--- src/verilog/lullaby_song.svh ---
`ifndef LULLABY_SONG_SVH
`define LULLABY_SONG_SVH

// Entry k is the note played at step k, phrases are split by blank lines
localparam note_t song_table [SONG_LENGTH] = '{
        NOTE_T4,
        NOTE_T5,
        NOTE_T4,
        NOTE_T3,
        NOTE_T1,
        NOTE_T3,
        NOTE_T1,
        NOTE_T1,
        NOTE_REST,
        NOTE_REST,
        NOTE_REST,
        NOTE_REST,

        NOTE_T1,
        NOTE_T5,
        NOTE_T5,
        NOTE_T5,
        NOTE_T7,
        NOTE_T9,
        NOTE_T7,
        NOTE_T7,
        NOTE_REST,
        NOTE_REST,
        NOTE_REST,
        NOTE_REST,

        NOTE_T3,
        NOTE_T2,
        NOTE_T3,
        NOTE_T3,
        NOTE_T2,
        NOTE_T3,
        NOTE_T5,
        NOTE_T5,
        NOTE_REST,
        NOTE_REST,
        NOTE_REST,
        NOTE_REST,

        NOTE_T4,
        NOTE_T4,
        NOTE_T4,
        NOTE_T5,
        NOTE_T4,
        NOTE_T5,
        NOTE_T7,
        NOTE_T7,
        NOTE_REST,
        NOTE_REST,
        NOTE_REST,
        NOTE_REST,

        NOTE_T9,
        NOTE_T9,
        NOTE_T9,
        NOTE_T9,
        NOTE_T8,
        NOTE_T9,
        NOTE_T11,
        NOTE_T11,
        NOTE_REST,
        NOTE_REST,
        NOTE_REST,
        NOTE_REST,

        NOTE_T7,
        NOTE_T7,
        NOTE_T7,
        NOTE_T7,
        NOTE_T6,
        NOTE_T7,
        NOTE_T11,
        NOTE_T11,
        NOTE_REST,
        NOTE_REST,
        NOTE_REST,
        NOTE_REST,

        NOTE_T5,
        NOTE_T7,
        NOTE_T5,
        NOTE_T4,
        NOTE_T5,
        NOTE_T7,
        NOTE_T3,
        NOTE_T3,
        NOTE_REST,
        NOTE_REST,
        NOTE_REST,
        NOTE_REST,

        NOTE_T4,
        NOTE_T5,
        NOTE_T4,
        NOTE_T3,
        NOTE_T1,
        NOTE_T3,
        NOTE_T1,
        NOTE_T1,
        NOTE_REST,
        NOTE_REST,
        NOTE_REST,

        // Closing phrase, played twice with a different ending
        NOTE_T4,
        NOTE_T7,
        NOTE_T7,
        NOTE_T6,
        NOTE_T5,
        NOTE_T4,
        NOTE_T5,
        NOTE_T3,
        NOTE_T1,
        NOTE_T1,
        NOTE_REST,
        NOTE_REST,
        NOTE_REST,

        NOTE_T4,
        NOTE_T7,
        NOTE_T7,
        NOTE_T6,
        NOTE_T5,
        NOTE_T4,
        NOTE_T5,
        NOTE_T3,
        NOTE_T1,
        NOTE_T1,
        NOTE_T1,
        NOTE_T1,
        NOTE_T1,
        NOTE_T1         // Last step, the player wraps to step 0 after it
};

`endif

--- src/verilog/lullaby_pkg.sv ---
package lullaby_pkg;

        // Width of beat, one bit per tone of the scale
        localparam int TONE_COUNT  = 13;

        // Notes in one pass of the song
        localparam int SONG_LENGTH = 122;

        localparam int STEP_WIDTH  = 7;   // Enough to index SONG_LENGTH notes

        typedef logic [STEP_WIDTH-1:0] step_t;

        // NOTE_Tk sounds bit k of beat and NOTE_REST sounds nothing
        typedef enum logic [3:0]
        {
                NOTE_REST,
                NOTE_T0,
                NOTE_T1,
                NOTE_T2,
                NOTE_T3,
                NOTE_T4,
                NOTE_T5,
                NOTE_T6,
                NOTE_T7,
                NOTE_T8,
                NOTE_T9,
                NOTE_T10,
                NOTE_T11,
                NOTE_T12
        } note_t;

        typedef enum logic
        {
                PLAYER_OFF,
                PLAYER_ON
        } player_state_t;

        // The song itself, indexed by step
        `include "lullaby_song.svh"

endpackage

--- src/verilog/player_control.sv ---
`timescale 1ns/100ps

module player_control
        import lullaby_pkg::*;
(
        input  logic  clock,
        input  logic  reset,
        input  logic  start,
        input  logic  stop,
        output logic  playing,
        output step_t step
);

        player_state_t state;
        player_state_t next_state;
        step_t         next_step;
        logic          last_step;

        assign last_step = (step == step_t'(SONG_LENGTH - 1));

        always_comb
        begin
                next_state = state;
                next_step  = step;

                if (stop)
                begin
                        // Stop has priority over start and over playing on
                        next_state = PLAYER_OFF;
                        next_step  = '0;
                end
                else
                begin
                        case (state)
                                PLAYER_OFF:
                                begin
                                        if (start)
                                        begin
                                                next_state = PLAYER_ON;
                                        end
                                        next_step = '0;   // Every start begins at the first note
                                end

                                PLAYER_ON:
                                begin
                                        // Start is ignored here and the song just keeps going
                                        if (last_step)
                                                next_step = '0;
                                        else
                                                next_step = step + step_t'(1);
                                end
                        endcase
                end
        end

        always_ff @(posedge clock or posedge reset)
        begin
                if (reset)
                begin
                        state <= PLAYER_OFF;
                        step  <= '0;
                end
                else
                begin
                        state <= next_state;
                        step  <= next_step;
                end
        end

        assign playing = (state == PLAYER_ON);

endmodule

--- src/verilog/song_rom.sv ---
`timescale 1ns/100ps

module song_rom
        import lullaby_pkg::*;
(
        input  logic                  clock,
        input  logic                  reset,
        input  logic                  playing,
        input  step_t                 step,
        output logic [TONE_COUNT-1:0] beat
);

        note_t                 note;
        logic [TONE_COUNT-1:0] tone;

        assign note = song_table[step];

        // One-hot decode of the note, a rest leaves every bit low
        always_comb
        begin
                tone = '0;
                case (note)
                        NOTE_T0:  tone[0]  = 1'b1;
                        NOTE_T1:  tone[1]  = 1'b1;
                        NOTE_T2:  tone[2]  = 1'b1;
                        NOTE_T3:  tone[3]  = 1'b1;
                        NOTE_T4:  tone[4]  = 1'b1;
                        NOTE_T5:  tone[5]  = 1'b1;
                        NOTE_T6:  tone[6]  = 1'b1;
                        NOTE_T7:  tone[7]  = 1'b1;
                        NOTE_T8:  tone[8]  = 1'b1;
                        NOTE_T9:  tone[9]  = 1'b1;
                        NOTE_T10: tone[10] = 1'b1;
                        NOTE_T11: tone[11] = 1'b1;
                        NOTE_T12: tone[12] = 1'b1;
                        default:  tone     = '0;
                endcase
        end

        // Output is one cycle behind the step counter
        always_ff @(posedge clock or posedge reset)
        begin
                if (reset)
                        beat <= '0;
                else if (!playing)
                        beat <= '0;   // Silent whenever the player is off
                else
                        beat <= tone;
        end

endmodule

--- src/verilog/lullaby.sv ---
`timescale 1ns/100ps

module lullaby
        import lullaby_pkg::*;
(
        input  logic                  clock,
        input  logic                  reset,
        input  logic                  start,
        input  logic                  stop,
        output logic [TONE_COUNT-1:0] beat
);

        logic  playing;
        step_t step;

        // Off/on control and the position in the song
        player_control player_control0
        (
                .clock   (clock),
                .reset   (reset),
                .start   (start),
                .stop    (stop),
                .playing (playing),
                .step    (step)
        );

        song_rom song_rom0   // Note lookup and registered tone output
        (
                .clock   (clock),
                .reset   (reset),
                .playing (playing),
                .step    (step),
                .beat    (beat)
        );

endmodule

--- config.mk ---
export PLATFORM = sky130hd
export DESIGN_NAME = lullaby
export DESIGN_NICKNAME = d
export VERILOG_FILES = /design/src/verilog/lullaby_pkg.sv /design/src/verilog/player_control.sv /design/src/verilog/song_rom.sv /design/src/verilog/lullaby.sv
export VERILOG_INCLUDE_DIRS = /design/src /design/src/verilog
export SDC_FILE = /design/constraint.sdc
export NUM_CORES = 1
export LEC_CHECK = 0
export ABC_AREA = 1
export ABC_CLOCK_PERIOD_IN_PS = 3500
export CELL_PAD_IN_SITES_DETAIL_PLACEMENT = 0
export CELL_PAD_IN_SITES_GLOBAL_PLACEMENT = 1
export CORE_ASPECT_RATIO = 0.7
export CORE_MARGIN = 10
export CORE_UTILIZATION = 34
export CTS_CLUSTER_SIZE = 8
export DETAILED_ROUTE_END_ITERATION = 10
export DONT_BUFFER_PORTS = 1
export GPL_TIMING_DRIVEN = 0
export PLACE_DENSITY = 0.69
export SETUP_SLACK_MARGIN = 0.15
export SLEW_MARGIN = 0
export SYNTH_ARGS = -nofsm -noshare
export SYNTH_HDL_FRONTEND = slang
export SYNTH_HIERARCHICAL = 1
export SYNTH_SLANG_ARGS = --single-unit
--- constraint.sdc ---
create_clock -name clock -period 3.5 [get_ports clock]
set_input_delay 0.875 -clock clock [delete_from_list [all_inputs] [get_ports clock]]
set_output_delay 0.875 -clock clock [all_outputs]
set_load 0.005 [all_outputs]
[Word-level counts from Yosys, hierarchy flattened]
Memories as Yosys holds them, arrays and structs flattened.
Index checks and enable logic that the tools add are counted.
Cells by class
  $add $sub $neg: 1
  $lt $le $gt $ge: 1
  eq/ne operators: 14
  multiplexer cells: 22
  bitwise logic cells: 2
Operators by type and width (number)
  == test 4 bit, second input constant: 6
  == test 4 x 3 -> 1 bit, second input constant: 4
  two-way mux 1 bit: 16
  two-way mux 7 bit: 2
  case mux 7 bit (2 select lines): 1
  two-way mux 13 bit: 1
  == test 4 x 2 -> 1 bit, second input constant: 2
  greater-or-equal comparator 8 bit, second input constant: 1
  two-way mux 4 bit: 2
  inverter 7 -> 8 bit: 1
  adder 7 x 1 -> 7 bit, second input constant: 1
  == test 7 bit, second input constant: 1
  == test 4 x 1 -> 1 bit, second input constant: 1
  inverter 1 bit: 1
Word-level totals
  flip-flop bits (word level): 21
  memory bits (read-only): 512
  input bits: 4
  output and inout bits: 13
  word-level logic and storage cells: 44
  memories: 1
Memory list
  (name not given): words 128, bits a word 4, rd ports 1, clocked after Yosys merged registers in 0, wr ports 0, line song_rom.sv:16  | assign note = song_table[step];

[Logic depth before layout (Yosys ltp)]
Gate-level depths: netlist (run 1).
  depth in word-level cells: 7
  depth in mapped cells: 12
  depth with buffers taken out: 12

[Modules after synthesis]
The synthesis (run 1) kept the hierarchy.
By module, submodules not included
  song_rom: times used 1, cells an instance 200, area an instance 1247.4 µm², sequential area each 325.3 µm²
  player_control: times used 1, cells an instance 48, area an instance 405.4 µm², sequential area each 200.2 µm²

[Worst setup path after synthesis (run 1)]
OpenSTA, ideal clock, no wires.
  path kind: register -> register
  start: register player_control0.step[0]
  end: register song_rom0.beat[0]
  library setup time: 0.120 ns
  data arrival time: 1.553 ns
  data required time: 3.380 ns
  path slack: 1.827 ns
  stages on the path, launching flop included: 13
  buffers on the path: 0
  period minus slack after synthesis: 1.673 ns
  path through: dfrtp_1 -> inv_1 -> ha_1 -> nor2_1 -> nand2_1 -> nand2_1 -> nand2_1 -> nand2_1 -> nand2_1 -> nand2_1 -> nand2_1 -> nand3_1 -> nor2_1
On the way
  cells in the longest elaborated chain, start to end: 7
RTL lines
  start, declared: line player_control.sv:11  | output step_t step
  start signal, assigned: line player_control.sv:66  | step <= next_step;
  inverter 7 -> 8 bit (implied by the code): line song_rom.sv:16
  memory read (128 x 4 bit)
  two-way mux 4 bit (implied by the code) (2 in a row): line song_rom.sv:16
  == test 4 x 1 -> 1 bit: line song_rom.sv:22  | case (note)
  two-way mux 1 bit: line song_rom.sv:22
  two-way mux 13 bit: line song_rom.sv:45  | else if (!playing)
  end signal, assigned: line song_rom.sv:48  | beat <= tone;
  end, declared: line song_rom.sv:10  | output logic [TONE_COUNT-1:0] beat
Every way passes these cells. The select of a mux whose other input is x is not followed.

[Worst setup path in the final report (run 1)]
  start: register player_control0.step[1]
  end: register song_rom0.beat[8]
On the way
  cells in the longest elaborated chain, start to end: 7
RTL lines (line)
  inverter 7 -> 8 bit (implied by the code): song_rom.sv:16
  memory read (128 x 4 bit)
  two-way mux 4 bit (implied by the code) (2 in a row): song_rom.sv:16
  == test 4 bit: song_rom.sv:22
  two-way mux 1 bit: song_rom.sv:22
  two-way mux 13 bit: song_rom.sv:45
Every way passes these cells. The select of a mux whose other input is x is not followed.

==> results of run 1 <==
[layout make-up]
class / instances / area [µm²]
plain buffers: 7 / 68.82
fillers: 517 / 2959
clock buffers: 3 / 41.29
flip-flops and latches: 21 / 525.5
inverters: 25 / 96.34
multi-input cells: 195 / 962.2
clock inverters: 1 / 5.005
well taps: 57 / 71.32
[power by group through the flow]
stage | clock network [mW] | logic (mW) | registers [mW]
6_report | 0.155 | 0.0458 | 0.250
5_1_grt | 0.176 | 0.0540 | 0.251
2_1_floorplan | 0 | 0.0373 | 0.254
4_1_cts | 0.162 | 0.0464 | 0.250
3_5_place_dp | 0 | 0.0463 | 0.255
3_3_place_gp | 0 | 0.0471 | 0.255
[cells by family after synthesis]
group,share of synthesized area
AO/OA/AOI/OAI,0.07268
buffers and inverters,0.09992
adder cells (fa/ha/maj),0.07570
AND/OR/NAND/NOR,0.4232
flip-flops,0.3179
XOR/XNOR,0.01060
[metal layers]
layer / share of wire / GRT usage
met4: 0.0038 / 0.01247
met5: 0 / 0
met1: 0.53 / 0.1579
met3: 0.074 / 0.02712
met2: 0.39 / 0.1503
[worst reg2reg max path, cell delays in order, from the launching register on]
cell and delay [ns]:
dfrtp_1 0.59, inv_1 0.20, ha_1 0.30, nor2_1 0.22, nand3_1 0.11, nand2_1 0.10, nor2_1 0.04, nand2_1 0.06
nand3_1 0.06, nand2_1 0.09, nand3_1 0.14, nor2_1 0.12
[registers in the layout (all words and copies together), names as in the netlist]
| signal | flops |
|---|---|
| song_rom0/beat | 13 |
| player_control0/step | 7 |
| player_control0/playing | 1 |
[cells in the final DEF, fill, tap and decap left out, types with 2 or more instances in the layout]
cell type and n:
buf_6 5, a21oi_2 2, nand2_1 79, dfrtp_1 21, nor2_1 38, inv_1 19
nand3_1 36, a21oi_1 4, clkbuf_8 3, inv_2 4, ha_1 10, nand2_2 4
o21ai_1 2, nor2_2 4, o21ai_0 6
[worst paths after layout]
check / start / endpoint
hold reg to reg: player_control0/playing / player_control0/playing
hold / removal: reset / player_control0/step[6]
max in group asynchronous: reset / song_rom0/beat[4]
min in group clock: player_control0/playing / player_control0/playing
setup reg to reg: player_control0/step[1] / song_rom0/beat[8]
setup / recovery: player_control0/step[1] / song_rom0/beat[8]
[stage by stage]
| stage | hold WS, ns | cells |
|---|---|---|
| finish | 0.4501 | 309 |
| global route | 0.4633 | 309 |
| CTS | 0.4554 | 309 |
| detailed placement | 0.5046 | 305 |
| global placement | 0.4968 | 305 |
| floorplan | 0.4794 | 248 |
==> flow_metrics.env, run 1 <==
export IMPL_outcome="complete, no violations"
export IMPL_wl_per_cell_um=12.87
export IMPL_design_area_um2=1770
export IMPL_intPower_mw=0.3396
export IMPL_rsz0062_at_grt="false"
export IMPL_yosysMostFrequentCell="nand2_1"
export IMPL_synth_distinct_cells=28
export IMPL_worstMarginPinSlew_ns=0.4485
export IMPL_cts_tree="built"
export IMPL_hpwlAfterDp_mm=3.245
export IMPL_synth_top_cells_by_count="79 x nand2_1, 38 x nor2_1, 36 x nand3_1"
export IMPL_post_dp_cell_area_um2=1724
export IMPL_die_h_um=78.34
export IMPL_start_kind="flip-flop"
export IMPL_grt_usage=0.1055
export IMPL_rows=21
export IMPL_p_leak_nw=0.8765
export IMPL_worst_setup_path_type="reg -> reg"
export IMPL_avgViaCountPerCell=4.854
export IMPL_fin_nets=267
export IMPL_crit_slowest_cell="dfrtp_1"
export IMPL_switching_share=0.2470
export IMPL_gp_congestion=0.8321
export IMPL_fp_dieW_um=103.3
export IMPL_synth_area_leaders="dfrtp_1 32%, nand2_1 18%, nand3_1 11%, nor2_1 8.6%, ha_1 7.6%"
export IMPL_cap_violations=0
export IMPL_grt_ovfl_total=0
export IMPL_clock_latency_ns=0.26
export IMPL_power_frac_comb=0.102
export IMPL_layout_min_cycle_time_ns=2.114
export IMPL_cts_sinks=21
export IMPL_relSlewSlack=0.7007
export IMPL_path_depth=11
export IMPL_critPathMaxFanout=11
export IMPL_die_area_um2=8095
export IMPL_clock_path_buffers=2
export IMPL_timing_hold_violations_final=0
export IMPL_fin_crit_sh=0.6039
export IMPL_drt_initial_drc_count=125
export IMPL_synth_largest_area_cell="dfrtp_1"
export IMPL_grt_max_degree=14
export IMPL_hp_class="in -> async"
export IMPL_crit_family="simple AND/OR/NAND/NOR gates"
export IMPL_drt_wl_total_mm=3.978
export IMPL_rrSetupSlack_ns=1.39
export IMPL_final_core_util=0.3743
export IMPL_postSynthAreaPerCell_um2=6.665
export IMPL_slew_viol_final=0
export IMPL_yosysTopAreaCellShare=0.3179
export IMPL_dr_pass1_iters=4
export IMPL_reg2reg_depth=11
export IMPL_synth_flop_cell="dfrtp_1"
export IMPL_pin_count=17
export IMPL_worst_setup_path_end_kind="flip-flop"
export IMPL_finClkSkew_ns=0.002830
export IMPL_drive_gt1_frac=0.1190
export IMPL_critPathBufInv=1
export IMPL_fmax_mhz=473.1
export IMPL_antenna_found_initial=0
export IMPL_required_ns=3.69
export IMPL_cts_hold_buf=0
export IMPL_ctsHtreeMaxLevel=1
export IMPL_power_mw=0.4509
export IMPL_finalWorstSetupSlack_ns=1.386
export IMPL_cts_resized=0
export IMPL_place_ws_ns=1.429
export IMPL_crit_chain="inv_1 -> ha_1 -> nor2_1 -> nand3_1 -> nand2_1 -> nor2_1 -> nand2_1 -> nand3_1 -> nand2_1 -> nand3_1 -> nor2_1"
export IMPL_cts_buffers=3
export IMPL_grt_pass1_wl_mm=6.955
export IMPL_synth_edf_count=0
export IMPL_async_flop_share=1.000
export IMPL_drc=0
export IMPL_synth_warnings=6
export IMPL_syn_num_nets=262
export IMPL_ys_ff_latch=21
export IMPL_ir_drop_uv=130.2
export IMPL_io_buffers=0
export IMPL_syn_to_final_growth_pct=7.116
export IMPL_synth_area_um2=1653
export IMPL_grt_pass1_vias=1455
export IMPL_post_cts_buffers=0
export IMPL_route_vias_total=1500
export IMPL_syn_inst=248
export IMPL_ant_nets=0
export IMPL_pwr_share_seq=0.555
export IMPL_core_um2=4730
export IMPL_fin_setup_tns_ns=0
export IMPL_diodes=0
export IMPL_cts_root_buf="clkbuf_8"
export IMPL_p_per_area_nw_per_um2=254.7
export IMPL_arrival_ns=2.30
export IMPL_switchingPower_mw=0.1114
export IMPL_yosysSeqAreaShare=0.3179
export IMPL_setup_viol=0
export IMPL_max_stage_delay_ns=0.59
export IMPL_clock_power_share=0.344
export IMPL_floorplan_initialDensity=0.3495
export IMPL_clkSlewWorstSetupHoldPaths_ns=0.07
(Power assumes the default switching activity.)
==> run 2, diff against run 1 <==
--- a/config.mk
+++ b/config.mk
@@ -7,7 +7,7 @@
 export NUM_CORES = 1
 export LEC_CHECK = 0
 export ABC_AREA = 1
-export ABC_CLOCK_PERIOD_IN_PS = 3500
+export ABC_CLOCK_PERIOD_IN_PS = 2100
 export CELL_PAD_IN_SITES_DETAIL_PLACEMENT = 0
 export CELL_PAD_IN_SITES_GLOBAL_PLACEMENT = 1
 export CORE_ASPECT_RATIO = 0.7
==> constraint.sdc (replaced) <==
create_clock -name clock -period 2.1 [get_ports clock]
set_input_delay 0.525 -clock clock [delete_from_list [all_inputs] [get_ports clock]]
set_output_delay 0.525 -clock clock [all_outputs]
set_load 0.005 [all_outputs]
==> flow_metrics.env, run 2 (synthesized netlist as in run 1, its figures left out) <==
export IMPL_route_vias_total=1524
export IMPL_finClkSkew_ns=0.002880
export IMPL_fin_crit_sh=0.8445
export IMPL_intPower_mw=0.5714
export IMPL_design_area_um2=1813
export IMPL_cts_buffers=3
export IMPL_grt_max_degree=14
export IMPL_post_dp_cell_area_um2=1724
export IMPL_io_buffers=0
export IMPL_diodes=0
export IMPL_clkSlewWorstSetupHoldPaths_ns=0.07
export IMPL_ant_nets=0
export IMPL_layout_min_cycle_time_ns=1.773
export IMPL_clock_latency_ns=0.26
export IMPL_start_kind="flip-flop"
export IMPL_top_register="song_rom0/beat"
export IMPL_critPathMaxFanout=6
export IMPL_p_leak_nw=0.8931
export IMPL_floorplan_initialDensity=0.3495
export IMPL_power_frac_comb=0.113
export IMPL_cts_hold_buf=0
export IMPL_rsz0062_at_grt="false"
export IMPL_drt_wl_total_mm=4.048
export IMPL_drive_gt1_frac=0.1563
export IMPL_setup_viol=0
export IMPL_ir_drop_uv=217.2
export IMPL_p_per_area_nw_per_um2=418.5
export IMPL_relSlewSlack=0.7007
export IMPL_final_core_util=0.3833
export IMPL_die_area_um2=8095
export IMPL_die_h_um=78.34
export IMPL_grt_usage=0.1059
export IMPL_fin_setup_tns_ns=0
export IMPL_worstMarginPinSlew_ns=0.4485
export IMPL_fin_nets=271
export IMPL_worst_setup_path_type="reg -> reg"
export IMPL_switchingPower_mw=0.1874
export IMPL_cts_sinks=21
export IMPL_dr_pass1_iters=4
export IMPL_drc=0
export IMPL_cap_violations=0
export IMPL_reg2reg_depth=12
export IMPL_ctsHtreeMaxLevel=1
export IMPL_wl_per_cell_um=12.93
export IMPL_hp_class="in -> async"
export IMPL_grt_pass1_vias=1455
export IMPL_slew_viol_final=0
export IMPL_pin_count=17
export IMPL_cts_tree="built"
export IMPL_pwr_share_seq=0.547
export IMPL_arrival_ns=1.96
export IMPL_worst_setup_path_end_kind="flip-flop"
export IMPL_hpwlAfterDp_mm=3.245
export IMPL_grt_ovfl_total=0
export IMPL_fmax_mhz=563.9
export IMPL_grt_pass1_wl_mm=6.962
export IMPL_fillers=511
export IMPL_drt_initial_drc_count=132
export IMPL_outcome="complete, no violations"
export IMPL_syn_to_final_growth_pct=9.690
export IMPL_timing_hold_violations_final=0
export IMPL_rows=21
export IMPL_final_common_cell="nand2_1"
export IMPL_switching_share=0.2470
export IMPL_required_ns=2.29
export IMPL_clock_path_buffers=2
export IMPL_avgViaCountPerCell=4.869
export IMPL_largest_reg_flops=13
export IMPL_gp_congestion=0.8321
export IMPL_antenna_found_initial=0
export IMPL_clock_power_share=0.341
export IMPL_core_um2=4730
export IMPL_most_common_layout_cells="79 x nand2_1, 36 x nor2_1, 36 x nand3_1, 19 x inv_1, 19 x dfrtp_1"
export IMPL_fp_dieW_um=103.3
export IMPL_cts_root_buf="clkbuf_8"
## run 2: power groups by stage
stage               Clock (mW)  Sequential [mW]  Combinational [mW]
global route             0.293            0.416              0.0999
detailed placement           0            0.425              0.0772
global placement             0            0.425              0.0785
floorplan                    0            0.423              0.0622
finish                   0.258            0.415              0.0856
CTS                      0.270            0.416              0.0791
## run 2: worst paths after layout
path | slack (ns) | to | startpoint
min in group clock | 0.32 | player_control0/playing | stop
max | 0.33 | song_rom0/beat[8] | player_control0/step[0]
min | 0.1 | player_control0/step[6] | reset
max in group asynchronous | 1.64 | song_rom0/beat[4] | reset
max reg2reg | 0.33 | song_rom0/beat[8] | player_control0/step[0]
min reg2reg | 0.52 | player_control0/playing | player_control0/playing
## run 2: critical path, cell delays in order, from the launching register on
cell and delay, ns:
dfrtp_2 0.45, inv_1 0.15, ha_2 0.26, nand2_1 0.10
nand2_1 0.11, nand2_1 0.06, nand2_1 0.07, nand2_1 0.05
nand2_1 0.05, nand2_1 0.06, nand2_1 0.07, nand3_1 0.15
nor2_1 0.12
## run 2: layout make-up
cell class / instances / area (µm²) / share of cell area
flip-flops and latches: 21 / 528.0 / 0.2912
clock inverters: 1 / 5.005 / 0.002761
clock buffers: 3 / 41.29 / 0.02277
repair buffers: 4 / 30.03 / 0.01656
multi-input cells: 195 / 972.2 / 0.5362
well taps: 57 / 71.32 / 0.03934
inverters: 25 / 96.34 / 0.05314
plain buffers: 7 / 68.82 / 0.03796
## run 2: metal layers
layer | up-vias | global-route usage | routed length [µm]
met3 | 2 | 0.02712 | 314
met2 | 43 | 0.1516 | 1630
met1 | 683 | 0.1579 | 2087
met5 | - | 0 | 0
li1 | 796 | - | -
met4 | 0 | 0.01247 | 15
## run 2: what timing repair did
action,in CTS,in global routing
cloned,0,0
setup endpoints to repair,13,13
gates resized for setup,2,4
setup buffers,1,3
endpoints found under the hold margin,0,0
pin swaps,0,0
## run 2: stage by stage
| step | instances | power (mW) | hold WS (ns) | setup slack (ns) |
|---|---|---|---|---|
| 6_report | 313 | 0.7588 | 0.09954 | 0.3266 |
| 5_1_grt | 313 | 0.8090 | 0.1132 | 0.1501 |
| 4_1_cts | 310 | 0.7655 | 0.1053 | 0.1835 |
| 3_5_place_dp | 305 | 0.5020 | 0.3923 | 0.02909 |
| 3_3_place_gp | 305 | 0.5034 | 0.3872 | -0.004955 |
| 2_1_floorplan | 248 | 0.4848 | 0.3407 | 0.4270 |
